File: src/audio_mixer_consts.svh
/*
 * mixer constants: channel count, register indices,
 * output/volume/period widths, accumulator slice position
 */
`ifndef AUDIO_MIXER_CONSTS_SVH
`define AUDIO_MIXER_CONSTS_SVH

`define AUD_NCHAN       4       // number of playback channels
`define AUD_CHAN_W      2       // channel index bits
`define AUD_DAC_W       8       // mixed output bits
`define AUD_VOL_W       7       // per-channel volume bits
`define AUD_PER_W       15      // period reload bits
`define AUD_REG_START   0       // START register index
`define AUD_REG_LENGTH  1       // LENGTH register index
`define AUD_ACC_LSB     6       // lowest accumulator bit kept

`endif

File: src/audio_mixer_pkg.sv
/*
 * shared mixer types: data widths, channel config struct,
 * parameter RAM write, DMA word and fetch FSM states
 */
`default_nettype none

`include "audio_mixer_consts.svh"

package audio_mixer_pkg;

    typedef logic [15:0]                word_t;         // RAM and DMA data
    typedef logic [15:0]                addr_t;         // DMA sample address
    typedef logic [`AUD_CHAN_W-1:0]     chan_t;
    typedef logic signed [7:0]          sample_t;
    typedef logic [`AUD_VOL_W-1:0]      vol_t;
    typedef logic [`AUD_PER_W-1:0]      period_t;
    typedef logic [`AUD_CHAN_W+1:0]     pmem_addr_t;    // {bank, chan, reg}
    typedef logic [`AUD_CHAN_W:0]       reg_addr_t;     // {chan, reg}
    typedef logic [`AUD_DAC_W-1:0]      dac_t;          // unsigned output
    typedef logic signed [15:0]         acc_t;

    typedef struct packed {
        vol_t    vol_l;
        vol_t    vol_r;
        period_t period;
    } chan_cfg_t;                                       // live channel controls

    typedef struct packed {
        logic       en;
        pmem_addr_t addr;
        word_t      data;
    } pmem_wr_t;                                        // fetch write port

    typedef struct packed {
        logic  valid;
        chan_t chan;
        word_t word;
    } dma_word_t;                                       // acked word to playback

    typedef enum logic [2:0] {
        FETCH_CHECK,
        FETCH_RD_PTR,
        FETCH_DEC_LEN,
        FETCH_RELOAD,
        FETCH_SET_LEN,
        FETCH_REQ,
        FETCH_WAIT_ACK
    } fetch_state_t;

endpackage

`default_nettype wire

File: src/audio_channel_play.sv
/*
 * per-channel playback: period counters, sample word buffers,
 * high then low byte sequencing
 */
`timescale 1ns/1ps
`default_nettype none

`include "audio_mixer_consts.svh"

module audio_channel_play (
    input  wire logic                       clk,
    input  wire logic                       reset_i,
    input  wire logic                       audio_enable_i,
    input  wire logic [`AUD_NCHAN-1:0]      restart_i,
    input  audio_mixer_pkg::chan_cfg_t      chan_cfg_i [`AUD_NCHAN],
    input  audio_mixer_pkg::dma_word_t      sample_word_i,
    output logic [`AUD_NCHAN-1:0]           buf_empty_o,
    output audio_mixer_pkg::sample_t        sample_o [`AUD_NCHAN]
);
    import audio_mixer_pkg::*;

    logic [`AUD_PER_W:0]    per_cnt [`AUD_NCHAN];   // top bit is underflow
    word_t                  buf_word [`AUD_NCHAN];
    logic [`AUD_NCHAN-1:0]  buf_full;
    logic [`AUD_NCHAN-1:0]  buf_odd;                // low byte is next

    assign buf_empty_o = ~buf_full;

    always_ff @(posedge clk) begin
        for (int i = 0; i < `AUD_NCHAN; i++) begin
            if (sample_word_i.valid && sample_word_i.chan == chan_t'(i)) begin
                buf_word[i] <= sample_word_i.word;
            end
        end
    end

    always_ff @(posedge clk) begin
        if (reset_i) begin
            buf_full <= '0;
            buf_odd  <= '0;
            for (int i = 0; i < `AUD_NCHAN; i++) begin
                per_cnt[i]  <= '0;
                sample_o[i] <= '0;              // silence into mixer
            end
        end else begin
            for (int i = 0; i < `AUD_NCHAN; i++) begin
                per_cnt[i] <= per_cnt[i] - 1'b1;
                if (per_cnt[i][`AUD_PER_W]) begin
                    per_cnt[i] <= {1'b0, chan_cfg_i[i].period};
                    if (buf_full[i]) begin      // else hold last sample
                        sample_o[i] <= buf_odd[i] ? buf_word[i][7:0] : buf_word[i][15:8];
                        buf_odd[i]  <= ~buf_odd[i];
                        if (buf_odd[i]) begin
                            buf_full[i] <= 1'b0;    // word used up
                        end
                    end
                end
                if (sample_word_i.valid && sample_word_i.chan == chan_t'(i)) begin
                    buf_full[i] <= 1'b1;
                end
                if (restart_i[i] || !audio_enable_i) begin
                    buf_full[i] <= 1'b0;        // drop word, restart at high byte
                    buf_odd[i]  <= 1'b0;
                end
            end
        end
    end

endmodule

`default_nettype wire

File: src/audio_mix_accum.sv
/*
 * channel mixer: 6-cycle frame sequencer, operand register,
 * signed multiply-accumulate, clamp and unsigned output
 */
`timescale 1ns/1ps
`default_nettype none

`include "audio_mixer_consts.svh"

module audio_mix_accum (
    input  wire logic                       clk,
    input  wire logic                       reset_i,
    input  audio_mixer_pkg::chan_cfg_t      chan_cfg_i [`AUD_NCHAN],
    input  audio_mixer_pkg::sample_t        sample_i [`AUD_NCHAN],
    output audio_mixer_pkg::dac_t           mix_l_o,
    output audio_mixer_pkg::dac_t           mix_r_o,
    output logic                            mix_valid_o
);
    import audio_mixer_pkg::*;

    localparam int LAST_STEP = `AUD_NCHAN + 1;  // clamp and output step

    logic [`AUD_CHAN_W:0]           step;           // 0..NCHAN+1
    sample_t                        op_samp;        // stage 1 operands
    logic signed [`AUD_VOL_W:0]     op_vol_l;
    logic signed [`AUD_VOL_W:0]     op_vol_r;
    acc_t                           prod_l;
    acc_t                           prod_r;
    acc_t                           acc_l;
    acc_t                           acc_r;

    // saturate to signed 8 bits then flip sign for unsigned output
    function automatic dac_t clamp_u8(input logic signed [15-`AUD_ACC_LSB:0] v);
        if (v < -128) begin
            return 8'h00;
        end else if (v > 127) begin
            return 8'hFF;
        end
        return v[7:0] ^ 8'h80;
    endfunction

    assign prod_l = op_samp * op_vol_l;         // signed x zero-extended volume
    assign prod_r = op_samp * op_vol_r;

    always_ff @(posedge clk) begin
        if (step < `AUD_NCHAN) begin
            op_samp  <= sample_i[step[`AUD_CHAN_W-1:0]];
            op_vol_l <= {1'b0, chan_cfg_i[step[`AUD_CHAN_W-1:0]].vol_l};
            op_vol_r <= {1'b0, chan_cfg_i[step[`AUD_CHAN_W-1:0]].vol_r};
        end
    end

    always_ff @(posedge clk) begin
        if (reset_i) begin
            step        <= '0;
            acc_l       <= '0;
            acc_r       <= '0;
            mix_l_o     <= 8'h80;               // midscale silence
            mix_r_o     <= 8'h80;
            mix_valid_o <= 1'b0;
        end else begin
            mix_valid_o <= 1'b0;
            step        <= step + 1'b1;
            if (step == LAST_STEP) begin
                step        <= '0;
                acc_l       <= '0;
                acc_r       <= '0;
                mix_l_o     <= clamp_u8(acc_l[15:`AUD_ACC_LSB]);
                mix_r_o     <= clamp_u8(acc_r[15:`AUD_ACC_LSB]);
                mix_valid_o <= 1'b1;
            end else if (step != 0) begin   // operands of step-1 ready
                acc_l <= acc_l + prod_l;
                acc_r <= acc_r + prod_r;
            end
        end
    end

endmodule

`default_nettype wire

File: src/audio_mixer_top.sv
/*
 * mixer top level: parameter RAM, sample fetch,
 * channel playback and mix accumulator
 */
`timescale 1ns/1ps
`default_nettype none

`include "audio_mixer_consts.svh"

module audio_mixer_top (
    input  wire logic                       clk,
    input  wire logic                       reset_i,
    input  wire logic                       audio_enable_i,
    input  wire logic                       reg_wr_i,
    input  audio_mixer_pkg::reg_addr_t      reg_addr_i,
    input  audio_mixer_pkg::word_t          reg_data_i,
    input  audio_mixer_pkg::chan_cfg_t      chan_cfg_i [`AUD_NCHAN],
    input  wire logic [`AUD_NCHAN-1:0]      restart_i,
    output logic [`AUD_NCHAN-1:0]           reload_o,
    output logic                            dma_req_o,
    output audio_mixer_pkg::addr_t          dma_addr_o,
    input  wire logic                       dma_ack_i,
    input  audio_mixer_pkg::word_t          dma_word_i,
    output audio_mixer_pkg::dac_t           mix_l_o,
    output audio_mixer_pkg::dac_t           mix_r_o,
    output logic                            mix_valid_o
);
    import audio_mixer_pkg::*;

    pmem_addr_t             rd_addr;
    word_t                  rd_data;
    pmem_wr_t               pmem_wr;            // fetch write-back
    logic [`AUD_NCHAN-1:0]  buf_empty;
    dma_word_t              sample_word;        // acked word to buffers
    sample_t                samples [`AUD_NCHAN];

    audio_param_mem u_param_mem (
        .clk(clk),
        .reset_i(reset_i),
        .reg_wr_i(reg_wr_i),
        .reg_addr_i(reg_addr_i),
        .reg_data_i(reg_data_i),
        .fetch_wr_i(pmem_wr),
        .rd_addr_i(rd_addr),
        .rd_data_o(rd_data)
    );

    audio_sample_fetch u_fetch (
        .clk(clk),
        .reset_i(reset_i),
        .audio_enable_i(audio_enable_i),
        .restart_i(restart_i),
        .buf_empty_i(buf_empty),
        .rd_addr_o(rd_addr),
        .rd_data_i(rd_data),
        .pmem_wr_o(pmem_wr),
        .reload_o(reload_o),
        .dma_req_o(dma_req_o),
        .dma_addr_o(dma_addr_o),
        .dma_ack_i(dma_ack_i),
        .dma_word_i(dma_word_i),
        .sample_word_o(sample_word)
    );

    audio_channel_play u_play (
        .clk(clk),
        .reset_i(reset_i),
        .audio_enable_i(audio_enable_i),
        .restart_i(restart_i),
        .chan_cfg_i(chan_cfg_i),
        .sample_word_i(sample_word),
        .buf_empty_o(buf_empty),
        .sample_o(samples)
    );

    audio_mix_accum u_mix (
        .clk(clk),
        .reset_i(reset_i),
        .chan_cfg_i(chan_cfg_i),
        .sample_i(samples),
        .mix_l_o(mix_l_o),
        .mix_r_o(mix_r_o),
        .mix_valid_o(mix_valid_o)
    );

endmodule

`default_nettype wire

File: src/audio_param_mem.sv
/*
 * host register write latch, write arbitration (fetch first)
 * and 16-word parameter RAM with registered read
 */
`timescale 1ns/1ps
`default_nettype none

module audio_param_mem (
    input  wire logic                       clk,
    input  wire logic                       reset_i,
    input  wire logic                       reg_wr_i,
    input  audio_mixer_pkg::reg_addr_t      reg_addr_i,
    input  audio_mixer_pkg::word_t          reg_data_i,
    input  audio_mixer_pkg::pmem_wr_t       fetch_wr_i,
    input  audio_mixer_pkg::pmem_addr_t     rd_addr_i,
    output audio_mixer_pkg::word_t          rd_data_o
);
    import audio_mixer_pkg::*;

    logic           host_pend;                  // latched host write waiting
    reg_addr_t      host_addr;
    word_t          host_data;
    logic           mem_we;
    pmem_addr_t     mem_waddr;
    word_t          mem_wdata;
    word_t          mem [16];                   // banks 0 host, 1 working

    always_ff @(posedge clk) begin
        if (reset_i) begin
            host_pend <= 1'b0;
        end else if (reg_wr_i) begin
            host_pend <= 1'b1;                  // newest write wins
        end else if (!fetch_wr_i.en) begin
            host_pend <= 1'b0;                  // free slot, written now
        end
    end

    always_ff @(posedge clk) begin
        if (reg_wr_i) begin
            host_addr <= reg_addr_i;
            host_data <= reg_data_i;
        end
    end

    always_comb begin
        mem_we    = fetch_wr_i.en | host_pend;
        mem_waddr = fetch_wr_i.addr;            // fetch has priority
        mem_wdata = fetch_wr_i.data;
        if (!fetch_wr_i.en) begin
            mem_waddr = {1'b0, host_addr};      // host regs live in bank 0
            mem_wdata = host_data;
        end
    end

    always_ff @(posedge clk) begin
        if (mem_we) begin
            mem[mem_waddr] <= mem_wdata;
        end
        rd_data_o <= mem[rd_addr_i];            // one cycle read
    end

endmodule

`default_nettype wire

File: src/audio_sample_fetch.sv
/*
 * sample fetch FSM: priority scan of empty channels,
 * working count/pointer update, reload and DMA request
 */
`timescale 1ns/1ps
`default_nettype none

`include "audio_mixer_consts.svh"

module audio_sample_fetch (
    input  wire logic                       clk,
    input  wire logic                       reset_i,
    input  wire logic                       audio_enable_i,
    input  wire logic [`AUD_NCHAN-1:0]      restart_i,
    input  wire logic [`AUD_NCHAN-1:0]      buf_empty_i,
    output audio_mixer_pkg::pmem_addr_t     rd_addr_o,
    input  audio_mixer_pkg::word_t          rd_data_i,
    output audio_mixer_pkg::pmem_wr_t       pmem_wr_o,
    output logic [`AUD_NCHAN-1:0]           reload_o,
    output logic                            dma_req_o,
    output audio_mixer_pkg::addr_t          dma_addr_o,
    input  wire logic                       dma_ack_i,
    input  audio_mixer_pkg::word_t          dma_word_i,
    output audio_mixer_pkg::dma_word_t      sample_word_o
);
    import audio_mixer_pkg::*;

    fetch_state_t           state;
    chan_t                  fetch_chan;         // channel being serviced
    logic [`AUD_NCHAN-1:0]  restart_pend;       // forces reload on next fetch
    logic                   scan_hit;
    chan_t                  scan_chan;
    logic [16:0]            len_dec;            // bit 16 flags underflow

    // parameter RAM address for a bank, channel and register
    function automatic pmem_addr_t pm_addr(input logic bank, input chan_t ch, input int idx);
        return {bank, ch, 1'(idx)};
    endfunction

    // lowest numbered empty buffer wins
    always_comb begin
        scan_hit  = 1'b0;
        scan_chan = '0;
        for (int i = `AUD_NCHAN-1; i >= 0; i--) begin
            if (buf_empty_i[i]) begin
                scan_hit  = 1'b1;
                scan_chan = chan_t'(i);
            end
        end
    end

    assign len_dec = {1'b0, rd_data_i} - 17'd1;

    // acked word goes straight to playback, buffer fills at the ack edge
    assign sample_word_o.valid = (state == FETCH_WAIT_ACK) && dma_ack_i;
    assign sample_word_o.chan  = fetch_chan;
    assign sample_word_o.word  = dma_word_i;

    always_ff @(posedge clk) begin
        if (reset_i) begin
            state        <= FETCH_CHECK;
            fetch_chan   <= '0;
            rd_addr_o    <= '0;
            pmem_wr_o    <= '0;
            reload_o     <= '0;
            dma_req_o    <= 1'b0;
            dma_addr_o   <= '0;
            restart_pend <= '1;                 // working regs unknown
        end else begin
            reload_o     <= '0;                 // single cycle pulses
            pmem_wr_o.en <= 1'b0;
            case (state)
                FETCH_CHECK: begin
                    if (audio_enable_i && scan_hit) begin
                        fetch_chan <= scan_chan;
                        rd_addr_o  <= pm_addr(1'b1, scan_chan, `AUD_REG_LENGTH);
                        state      <= FETCH_RD_PTR;
                    end
                end
                FETCH_RD_PTR: begin             // count read in flight
                    rd_addr_o <= pm_addr(1'b1, fetch_chan, `AUD_REG_START);
                    state     <= FETCH_DEC_LEN;
                end
                FETCH_DEC_LEN: begin            // count on rd_data
                    pmem_wr_o.en   <= 1'b1;
                    pmem_wr_o.addr <= pm_addr(1'b1, fetch_chan, `AUD_REG_LENGTH);
                    pmem_wr_o.data <= len_dec[15:0];
                    if (len_dec[16] || restart_pend[fetch_chan]) begin
                        rd_addr_o <= pm_addr(1'b0, fetch_chan, `AUD_REG_LENGTH);
                        state     <= FETCH_RELOAD;
                    end else begin
                        state     <= FETCH_REQ;
                    end
                    restart_pend[fetch_chan] <= 1'b0;
                end
                FETCH_RELOAD: begin             // pointer read discarded
                    rd_addr_o <= pm_addr(1'b0, fetch_chan, `AUD_REG_START);
                    state     <= FETCH_SET_LEN;
                end
                FETCH_SET_LEN: begin            // LENGTH on rd_data
                    pmem_wr_o.en         <= 1'b1;
                    pmem_wr_o.addr       <= pm_addr(1'b1, fetch_chan, `AUD_REG_LENGTH);
                    pmem_wr_o.data       <= rd_data_i;
                    reload_o[fetch_chan] <= 1'b1;
                    state                <= FETCH_REQ;
                end
                FETCH_REQ: begin                // pointer or START on rd_data
                    pmem_wr_o.en   <= 1'b1;
                    pmem_wr_o.addr <= pm_addr(1'b1, fetch_chan, `AUD_REG_START);
                    pmem_wr_o.data <= rd_data_i + 16'd1;
                    dma_req_o      <= 1'b1;
                    dma_addr_o     <= rd_data_i;
                    state          <= FETCH_WAIT_ACK;
                end
                FETCH_WAIT_ACK: begin
                    if (dma_ack_i) begin
                        dma_req_o <= 1'b0;
                        state     <= FETCH_CHECK;
                    end
                end
                default: state <= FETCH_CHECK;
            endcase

            for (int i = 0; i < `AUD_NCHAN; i++) begin
                if (restart_i[i] || !audio_enable_i) begin
                    restart_pend[i] <= 1'b1;    // beats the clear above
                end
            end
            if (!audio_enable_i) begin          // idle and abort request
                state     <= FETCH_CHECK;
                dma_req_o <= 1'b0;
            end
        end
    end

endmodule

`default_nettype wire

File: config.mk
export PLATFORM = sky130hd
export DESIGN_NAME = audio_mixer_top
export DESIGN_NICKNAME = d
export VERILOG_FILES = /design/src/audio_mixer_pkg.sv /design/src/audio_channel_play.sv /design/src/audio_mix_accum.sv /design/src/audio_mixer_top.sv /design/src/audio_param_mem.sv /design/src/audio_sample_fetch.sv
export VERILOG_INCLUDE_DIRS = /design/src
export SDC_FILE = /design/constraint.sdc
export NUM_CORES = 1
export LEC_CHECK = 0
export BUFFER_PORTS_ARGS = -buffer_cell sky130_fd_sc_hd__clkbuf_2
export CORE_MARGIN = 2
export CORE_UTILIZATION = 40
export DETAILED_ROUTE_END_ITERATION = 8
export MAX_ROUTING_LAYER = met4
export PLACE_DENSITY = 0.69
export REMOVE_ABC_BUFFERS = 1
export SYNTH_ARGS = -nofsm -noshare
export SYNTH_HDL_FRONTEND = slang
export SYNTH_SLANG_ARGS = --single-unit
File: constraint.sdc
create_clock -name clk -period 6.3 [get_ports clk]
set_input_delay 1.26 -clock clk [delete_from_list [all_inputs] [get_ports clk]]
set_output_delay 1.26 -clock clk [all_outputs]
set_load 0.02 [all_outputs]
After elaboration in Yosys (flattened, before gate mapping) --
Memories as Yosys holds them, arrays and structs flattened. A register that Yosys moved wholly into a read port is not among the register bits. Index checks and enable logic that the tools add are counted.
Word-level totals: register bits after elaboration 189, memory bits (writable) 384, bits of input ports 160, output and inout bits 38, word-level logic and storage cells 244, memories 3
Memories:
- u_param_mem.mem | words 16, bits a word 16, rd ports 1, clocked after Yosys merged registers in 1, wr ports 1, line audio_param_mem.sv:26 | word_t mem [16];
- u_play.buf_word | words 4, bits a word 16, rd ports 4, clocked after Yosys merged registers in 0, wr ports 1, line audio_channel_play.sv:23 | word_t buf_word [`AUD_NCHAN];
- u_play.per_cnt | words 4, bits a word 16, rd ports 4, clocked after Yosys merged registers in 0, wr ports 4, line audio_channel_play.sv:22 | logic [`AUD_PER_W:0] per_cnt [`AUD_NCHAN];
Operators by class: add/sub/neg operators 9, multiply operators 2, order comparisons 8, equality and inequality tests 14, mux-type cells 109, bitwise operators 21, reductions and logical operators 41
Operator list (number):
- $mux W16 | 12
- $mux W8 | 12
- $sub A16 B1 Y16 const B | 4
- $pmux W21 S3 | 1
- $mux W1 | 62
- $bmux W29 S2 | 1
- $mux W29 | 2
- $reduce_or A16 Y1 | 3
- $add A16 B16 Y16 | 2
- $mul A8 B8 Y16 | 2
- $pmux W3 S7 | 1
- $gt A10 B8 Y1 const B | 2
- $lt A10 B8 Y1 const B | 2
- $sub A16 B1 Y17 const B | 1
- $add A16 B1 Y16 const B | 1
- $bmux W8 S2 | 1
- $pmux W4 S4 | 1
- $mux W2 | 7
- $reduce_and A2 Y1 | 7
- $reduce_or A2 Y1 | 7
- $eq A3 B3 Y1 const B | 4
- $mux W4 | 3
- $reduce_bool A2 Y1 | 5
- $mux W3 | 3
- 27 further kinds | 58

Longest topological paths before layout --
Gate-level depths: netlist of run 1.
word-level depth 9, depth in mapped cells 19, depth with buffers taken out 18

Cells and area by module --
A second synthesis of run 1 with hierarchy kept.
Unflattened totals: cells, all modules 2450, area, all modules 30042.6 µm²
By module, submodules not included:
- audio_param_mem | instances 1, cells each 484, area each 10931.7 µm², seq. area each 8598.2 µm²
- audio_mix_accum | instances 1, cells each 922, area each 8645.8 µm², seq. area each 1701.6 µm²
- audio_channel_play | instances 1, cells each 644, area each 7379.6 µm², seq. area each 4484.3 µm²
- audio_sample_fetch | instances 1, cells each 400, area each 3085.5 µm², seq. area each 1101.1 µm²

Worst setup path before layout of run 1 --
No wires, ideal clock.
path kind reg2reg, start point reg u_mix.op_samp[7], end point reg u_mix.acc_l[15], library setup time 0.117 ns, arrival time 4.872 ns, required time 6.183 ns, setup slack 1.311 ns, cell stages (with the launch flop) 16, path buffers 1, period minus slack after synthesis 4.989 ns, cell sequence edfxtp_1 -> clkbuf_1 -> and2_1 -> fa_1 -> fa_1 -> fa_1 -> inv_1 -> fa_1 -> inv_1 -> ha_1 -> a21oi_1 -> or4b_1 -> a221oi_1 -> a21oi_1 -> xnor2_1 -> a22o_1
Between the ends: cells in the longest elaborated chain, start to end 2
Ends and longest elaborated chain:
- start, declared | line audio_mix_accum.sv:24 | sample_t op_samp;
- start signal, assigned | line audio_mix_accum.sv:47 | op_samp <= sample_i[step[`AUD_CHAN_W-1:0]];
- $mul A8 B8 Y16 | line audio_mix_accum.sv:42 | assign prod_l = op_samp * op_vol_l;
- $add A16 B16 Y16 | line audio_mix_accum.sv:72 | acc_l <= acc_l + prod_l;
- end signal, assigned | line audio_mix_accum.sv:72
- end, declared | line audio_mix_accum.sv:29 | acc_t acc_l;
Every way passes these cells. A chain may end at the register's enable or synchronous reset.

Worst setup path after layout of run 1 --
Same ends and word-level chain as after synthesis.

==> results of run 1 <==
[registers in the layout (all words and copies together), names as in the netlist, 16 cells and up]
name,cells
u_mix.acc_l,16
u_fetch.dma_addr_o,16
u_play.sample_o,32
u_mix.acc_r,16
u_param_mem.host_data,16
u_play.per_cnt,64
u_fetch.pmem_wr_o,21
u_param_mem.rd_data_o,16
u_param_mem.mem,256
u_play.buf_word,64
[report_power, final]
| group | switching [µW] | internal (µW) | total [µW] |
|---|---|---|---|
| logic | 892 | 719 | 1610 |
| registers | 270 | 4350 | 4610 |
| clock network | 1560 | 2310 | 3870 |
[how the worst min path moves through the flow]
stage	slack [ns]	cells past startpoint	from	end
final	0.45	2	u_mix.mix_l_o[6]	u_mix.mix_l_o[6]
after detailed placement	0.44	2	u_mix.mix_l_o[6]	u_mix.mix_l_o[6]
after floorplan	0.43	2	u_fetch.restart_pend[0]	u_fetch.restart_pend[0]
after CTS	0.46	2	u_mix.mix_l_o[6]	u_mix.mix_l_o[6]
after global routing	0.47	2	u_mix.acc_r[3]	u_mix.acc_r[3]
after global placement	0.44	2	u_mix.mix_r_o[4]	u_mix.mix_r_o[4]
[per-stage QoR]
stage	hold WS, ns	power [µW]	instances
after floorplan	0.431	5820	2321
after global placement	0.438	6240	3507
after detailed placement	0.443	6310	3507
after CTS	0.456	10200	3628
after global routing	0.472	10600	3636
final	0.451	10100	3636
[cell type report]
| class | instances | area [µm²] | area share (%) |
|---|---|---|---|
| Clock inverter | 25 | 299 | 0.885 |
| Inverter | 234 | 878 | 2.60 |
| Sequential cell | 589 | 15900 | 47.0 |
| Timing Repair Buffer | 227 | 1210 | 3.59 |
| Clock buffer | 96 | 1890 | 5.59 |
| Tap cell | 959 | 1200 | 3.55 |
| Multi-Input combinational cell | 1498 | 12400 | 36.7 |
| Antenna cell | 8 | 20.0 | 0.0593 |
[metal layers]
layer	up-vias	part of all wire, %
li1	8790	-
met1	9432	41
met2	538	51
met3	107	5.9
met4	0	2.5
met5	-	0
[cells by family (layout without fill, tap and decap cells)]
kind of cell	Yosys count	in the layout	share of synthesized area, %
AO/OA/AOI/OAI	318	318	6.53
adder cells (fa/ha/maj)	203	203	11.8
flip-flops	589	589	54.0
XOR/XNOR	93	93	2.77
AND/OR/NAND/NOR	682	682	10.7
other	1	56	0.0127
multiplexers	154	154	9.68
buffers and inverters	349	582	4.59
[placed cells by master (no fill, tap or decap), drive strengths merged, types with 22 or more instances in the layout]
cell type    n
xnor2       71
mux4       103
mux2i       35
nor3        48
dfxtp      180
a21oi      159
nor2       277
xor2        22
a211oi      41
buf         31
edfxtp     409
conb        48
fa         124
o21ai       48
clkbuf     292
ha          79
inv        235
and2        73
nand2      188
[critical path: stages, from the launching register on]
cell                       delay [ns]
sky130_fd_sc_hd__edfxtp_1        0.60
sky130_fd_sc_hd__and2_1          0.55
sky130_fd_sc_hd__fa_1            0.54
sky130_fd_sc_hd__fa_1            0.51
sky130_fd_sc_hd__fa_1            0.57
sky130_fd_sc_hd__inv_1           0.05
sky130_fd_sc_hd__fa_1            0.48
sky130_fd_sc_hd__inv_1           0.04
sky130_fd_sc_hd__ha_1            0.34
sky130_fd_sc_hd__a21oi_1         0.25
sky130_fd_sc_hd__or4b_1          0.48
sky130_fd_sc_hd__a221oi_1        0.44
sky130_fd_sc_hd__a21oi_1         0.15
sky130_fd_sc_hd__xnor2_1         0.15
sky130_fd_sc_hd__a22o_1          0.19
==> parameters.txt, run 1 <==
Parameter                              Value

Cells and area
  Fraction of final layout cells with drive strength greater than 1 ... ~17%
  Core utilization of the finished layout ... 46.3%
  Area growth, synth to finish ... 14.8%
  Final instance area ... 33800 µm²
  Final layout net count ... 2980
  Filler cell count in the final layout ... ~6400

Pwr
  Worst ir drop on vdd ... between 0.3 and 0.4 mV
  Leakage power summed over all cells ... 0.0127 µW
  PD cells ... 299 nW/µm²

Setup path
  Worst Path Required ... 6.80 ns
  End of the worst register-to-register path ... u_mix.acc_l[15]
  Category of the critical setup timing path ... flop to flop
  Worst reg2reg path startpoint ... u_mix.op_samp[7]
  Startpoint of the worst setup timing path ... u_mix.op_samp[7]
  Endpoint class of the critical path ... flop
  CP Data Arrival Time ... 5.96 ns
  Critical Path End ... u_mix.acc_l[15]
  Setup slack of the worst register-to-register path ... around 0.84 ns
  Type of origin of the critical path ... flop
  Worst-path fanout max ... 14
  Number of cells on the worst reg-to-reg path ... 14

Logic synthesis
  Count of cell types in the netlist ... 66
  Count of warnings emitted by yosys ... 0
  Post-synth top area share ... 41.7%
  Commonest cells in the synthesized netlist ... sky130_fd_sc_hd__edfxtp_1, sky130_fd_sc_hd__nor2_1, sky130_fd_sc_hd__inv_1
  Most used DFF post-synth ... sky130_fd_sc_hd__edfxtp_1
  Share of flip-flops with an asynchronous set or reset after synthesis ... 0%
  Cell with the most instances after synthesis ... sky130_fd_sc_hd__edfxtp_1
  EDFF count, synth ... approximately 410
  Largest cells by area after synthesis ... sky130_fd_sc_hd__edfxtp_1, sky130_fd_sc_hd__dfxtp_1, sky130_fd_sc_hd__fa_1
  Post-synthesis sequential area ratio ... between 50% and 60%
  Total standard cell area after synthesis ... 29400 µm²
  Biggest area consumer among synthesized cells ... sky130_fd_sc_hd__edfxtp_1
  Avg Synthesized Cell Area ... around 12 µm²
  Number of instances in the synthesized netlist ... between 2000 and 2500
  Yosys reg bits ... 589

STA
  Setup repair after global routing missed its margin ... false
  Post-route fraction of the period consumed by the critical path ... 86.7%
  Max Slew Vio Count ... 0
  Worst rel slew slack ... 19.8%
  Time the final worst path needs with I/O delays and setup ... ~5.5 ns
  Layout Skew ... between 0.03 and 0.04 ns
  Worst-margin pin slew ... between 1 and 1.5 ns
  Final worst slack ... 0.841 ns
  Achievable clock frequency ... 183 MHz
  Final hold vios ... 0
  Total of endpoints with negative setup slack in the final report ... 0
  Total negative slack ... 0 ns

Clock tree
  Clock tree sinks ... between 500 and 600
  Clock-pin slew on the worst setup and hold paths ... ~0.060 ns
  Clock Tree Root ... sky130_fd_sc_hd__clkbuf_16
  Clock latency reported for the late side of the worst-skew pair ... a little over 0.6 ns
  CTS Buf Count ... 67
  Number of buffers inserted for hold repair after clock tree synthesis ... 0
  Number of levels in the clock H-tree ... 3
  TritonCTS clock tree ... yes
  Max Root-Sink Buffers ... 3
  Post-CTS Repair Setup Buffers ... 0
  Resized Gates After CTS ... 0

Place
  Half-perimeter wire length of the detailed placement result ... 48300 µm
  Area post-placement ... 31600 µm²
  Port buffer count ... 197
  Pre-CTS setup slack ... just over 0.9 ns
  GP Congestion ... 0.885

Route
  First-iteration detailed-routing DRC count ... ~1300
  Number of iterations in the first detailed-routing pass ... 6
  Sum of routed wire length over all layers ... 69800 µm
  DRC violations left ... 0
  Antenna-violating nets left ... 0
  Detail-routed via count per cell ... 5.19
  Vias after detailed routing ... approximately 19000
  DR WL/cell ... roughly 19 µm

Min path
  Tightest Hold Check Type ... flop to flop

Global routing
  Met3 track demand over resource in global routing ... 3.83%
  Met1 Track Usage GR ... 23.0%
  Number of global-route vias before repair ... 19200
  GRT Util Overall ... approximately a fifth
  Aggregate global routing overflow ... 0
  GR Util met2 ... 33.1%
  Initial antenna violation count ... 8
  Wire length of the first global-routing pass ... 109000 µm
  Highest-utilization routing layer at the global route stage ... met2
  Largest net degree at the start of global routing ... 72

Floorplan
  Width of the die ... ~280 µm
  # rows ... 99
  Area enclosed by the die boundary ... 75800 µm²
  Total I/O pin count ... 198
  Core area ... 73000 µm²
  Starting density of the core ... approximately two fifths
  Die Ht ... 275 µm

Run
  Max cap viols ... 0

Run status
  Run status ... finished, final reports clean
Note: power is estimated with default switching activity, not from simulation.
==> run 2: changes to the inputs <==
--- a/config.mk
+++ b/config.mk
@@ -7,11 +7,11 @@
 export NUM_CORES = 1
 export LEC_CHECK = 0
 export BUFFER_PORTS_ARGS = -buffer_cell sky130_fd_sc_hd__clkbuf_2
-export CORE_MARGIN = 2
-export CORE_UTILIZATION = 40
+export CORE_MARGIN = 5
+export CORE_UTILIZATION = 55
 export DETAILED_ROUTE_END_ITERATION = 8
 export MAX_ROUTING_LAYER = met4
-export PLACE_DENSITY = 0.69
+export PLACE_DENSITY = 0.86
 export REMOVE_ABC_BUFFERS = 1
 export SYNTH_ARGS = -nofsm -noshare
 export SYNTH_HDL_FRONTEND = slang
==> run 2 against run 1 <==
Clock power fell by 11%. Cell count fell by 7.8%. Highest routed layer unchanged. Clock skew rose by 0.021 ns. Design area fell by 1.9%. Count of clock-buffer cells in the layout fell by 12. Utilization rose by 17 points. Global-route usage rose by 5.6 points.
==> parameters.txt, run 2 (synthesis results as in run 1) <==
Parameter                              Value

Global routing
  Largest net degree at the start of global routing ... 74 (was 72)
  Aggregate global routing overflow ... 0 (unchanged)
  Number of global-route vias before repair ... 20000 (was 19200)
  GRT Util Overall ... 24.9% (was 19.3%)
  Initial antenna violation count ... 4 (was 8)
  Wire length of the first global-routing pass ... 109000 µm (about the same)

STA
  Time the final worst path needs with I/O delays and setup ... 5.75 ns (was 5.46 ns)
  Final worst slack ... 0.554 ns (was 0.841 ns)
  Final hold vios ... 0 (unchanged)
  Achievable clock frequency ... 174 MHz (was 183 MHz)
  Layout Skew ... 0.0515 ns (was 0.0306 ns)
  Max Slew Vio Count ... 0 (unchanged)
  Setup repair after global routing missed its margin ... false (unchanged)
  Worst rel slew slack ... 18.4% (was 19.8%)
  Post-route fraction of the period consumed by the critical path ... 91.2% (was 86.7%)
  Total negative slack ... 0 ns (unchanged)
  Total of endpoints with negative setup slack in the final report ... 0 (unchanged)
  Worst-margin pin slew ... 1.22 ns (was 1.20 ns)

Route
  DR WL/cell ... 21.3 µm (was 19.2 µm)
  Vias after detailed routing ... 19600 (was 18900)
  Antenna-violating nets left ... 0 (unchanged)
  DRC violations left ... 0 (unchanged)
  Sum of routed wire length over all layers ... 71300 µm (was 69800 µm)
  Detail-routed via count per cell ... 5.86 (was 5.19)
  First-iteration detailed-routing DRC count ... 1767 (was 1314)
  Number of iterations in the first detailed-routing pass ... 5 (was 6)

Cells and area
  Biggest regs ... u_param_mem.mem (256), u_play.buf_word (64), u_play.per_cnt (64) (unchanged)
  Most used cells in the layout excluding fill and tap cells ... sky130_fd_sc_hd__edfxtp_1, sky130_fd_sc_hd__nor2_1, sky130_fd_sc_hd__inv_1 (unchanged)
  Number of flip-flops under the largest register name ... 256 (unchanged)
  Register bank with the most flops ... u_param_mem.mem (unchanged)
  Final layout net count ... 2975 (was 2980)
  Area growth, synth to finish ... 12.7% (was 14.8%)
  Core utilization of the finished layout ... 62.8% (was 46.3%)
  Fin cells ... 3352 (was 3636)
  Fraction of final layout cells with drive strength greater than 1 ... 17.0% (was 17.4%)
  Most common library cell in the layout ignoring fill and taps ... sky130_fd_sc_hd__edfxtp_1 (unchanged)

Floorplan
  # rows ... 84 (was 99)
  Total I/O pin count ... 198 (unchanged)
  Starting density of the core ... 55.8% (was 40.3%)
  Core area ... 52800 µm² (was 73000 µm²)
  Die Ht ... 241 µm (was 275 µm)
  Width of the die ... 241 µm (was 275 µm)
  Area enclosed by the die boundary ... 58200 µm² (was 75800 µm²)

Place
  Pre-CTS setup slack ... 0.703 ns (was 0.905 ns)
  Port buffer count ... 197 (unchanged)
  Half-perimeter wire length of the detailed placement result ... 48200 µm (was 48300 µm)
  Inst Count DP ... 3239 (was 3507)
  GP Congestion ... 0.898 (was 0.885)

Pwr
  Design Power ... 9720 µW (was 10100 µW)
  Leakage power summed over all cells ... 0.0126 µW (was 0.0127 µW)
  PD cells ... 293 nW/µm² (was 299 nW/µm²)
  Worst ir drop on vdd ... 0.289 mV (was 0.324 mV)

Clock tree
  TritonCTS clock tree ... yes (unchanged)
  Number of buffers inserted for hold repair after clock tree synthesis ... 0 (unchanged)
  Clock-pin slew on the worst setup and hold paths ... 0.06 ns (about the same)
  Number of levels in the clock H-tree ... 2 (was 3)
  Max Root-Sink Buffers ... 3 (unchanged)
  Clock tree sinks ... 589 (unchanged)
  Resized Gates After CTS ... 0 (unchanged)
  Clock latency reported for the late side of the worst-skew pair ... 0.64 ns (was 0.61 ns)
  CTS Buf Count ... 59 (was 67)
  Clock Tree Root ... sky130_fd_sc_hd__clkbuf_16 (unchanged)
  Post-CTS Repair Setup Buffers ... 0 (unchanged)

Setup path
  Worst Path Required ... 6.81 ns (was 6.80 ns)
  Type of origin of the critical path ... flop (unchanged)
  Endpoint class of the critical path ... flop (unchanged)
  CP Data Arrival Time ... 6.25 ns (was 5.96 ns)
  Worst-path fanout max ... 14 (unchanged)
  Category of the critical setup timing path ... flop to flop (unchanged)

Run
  Max cap viols ... 0 (unchanged)

Run status
  Run status ... finished, final reports clean (unchanged)

Min path
  Tightest Hold Check Type ... flop to flop (unchanged)
run 2: cell types whose count changed in the layout (fill, tap and decap cells not counted), sizes merged:
cell / change
diode: -4
clkbuf: -12
buf: +3
clkinvlp: -2
bufinv: -2
inv: +2
clkinv: +2
run 2: final timing paths:
| kind | startpoint | end | slack (ns) | cells past startpoint |
|---|---|---|---|---|
| max | u_mix.op_samp[7] | u_mix.acc_l[15] | 0.55 | 14 |
| min | u_fetch.dma_addr_o[4] | u_fetch.dma_addr_o[4] | 0.45 | 2 |
| max reg2reg | u_mix.op_samp[7] | u_mix.acc_l[15] | 0.55 | 14 |
| min reg2reg | u_fetch.dma_addr_o[4] | u_fetch.dma_addr_o[4] | 0.45 | 2 |
run 2: cell type report:
cell class | count | area (µm²)
Fill cell | 3808 | 19600
Sequential cell | 589 | 15900
Multi-Input combinational cell | 1498 | 12400
Clock buffer | 84 | 1650
Timing Repair Buffer | 230 | 1240
Inverter | 234 | 878
Tap cell | 688 | 861
Clock inverter | 25 | 249
Antenna cell | 4 | 10.0
run 2: per-layer routing:
layer,vias to the layer above,GRT usage [%],part of all wire [%]
met2,986,43.0,52
met4,0,10.2,4.7
met3,238,4.33,7.6
li1,8766,-,-
met5,-,-,0
met1,9646,29.0,36
run 2: worst max-delay path, cell delays in order, from the launching register on:
cell	delay [ns]
sky130_fd_sc_hd__edfxtp_1	0.64
sky130_fd_sc_hd__and2_1	0.56
sky130_fd_sc_hd__fa_1	0.55
sky130_fd_sc_hd__fa_1	0.52
sky130_fd_sc_hd__fa_1	0.54
sky130_fd_sc_hd__inv_1	0.05
sky130_fd_sc_hd__fa_1	0.48
sky130_fd_sc_hd__inv_1	0.04
sky130_fd_sc_hd__ha_1	0.33
sky130_fd_sc_hd__a21oi_1	0.26
sky130_fd_sc_hd__or4b_1	0.49
sky130_fd_sc_hd__a221oi_1	0.61
sky130_fd_sc_hd__a21oi_1	0.18
sky130_fd_sc_hd__xnor2_1	0.17
sky130_fd_sc_hd__a22o_1	0.20
run 2: power breakdown:
| group | switching, µW | total (µW) | internal (µW) |
|---|---|---|---|
| clock network | 1500 | 3450 | 1960 |
| registers | 272 | 4620 | 4340 |
| logic | 932 | 1650 | 722 |
run 2: through the flow:
stage          area, µm²  hold slack [ns]
3_5_place_dp       31300            0.446
3_3_place_gp       31300            0.438
4_1_cts            33100            0.456
5_1_grt            33200            0.471
6_report           33200            0.453
2_1_floorplan      29100            0.431
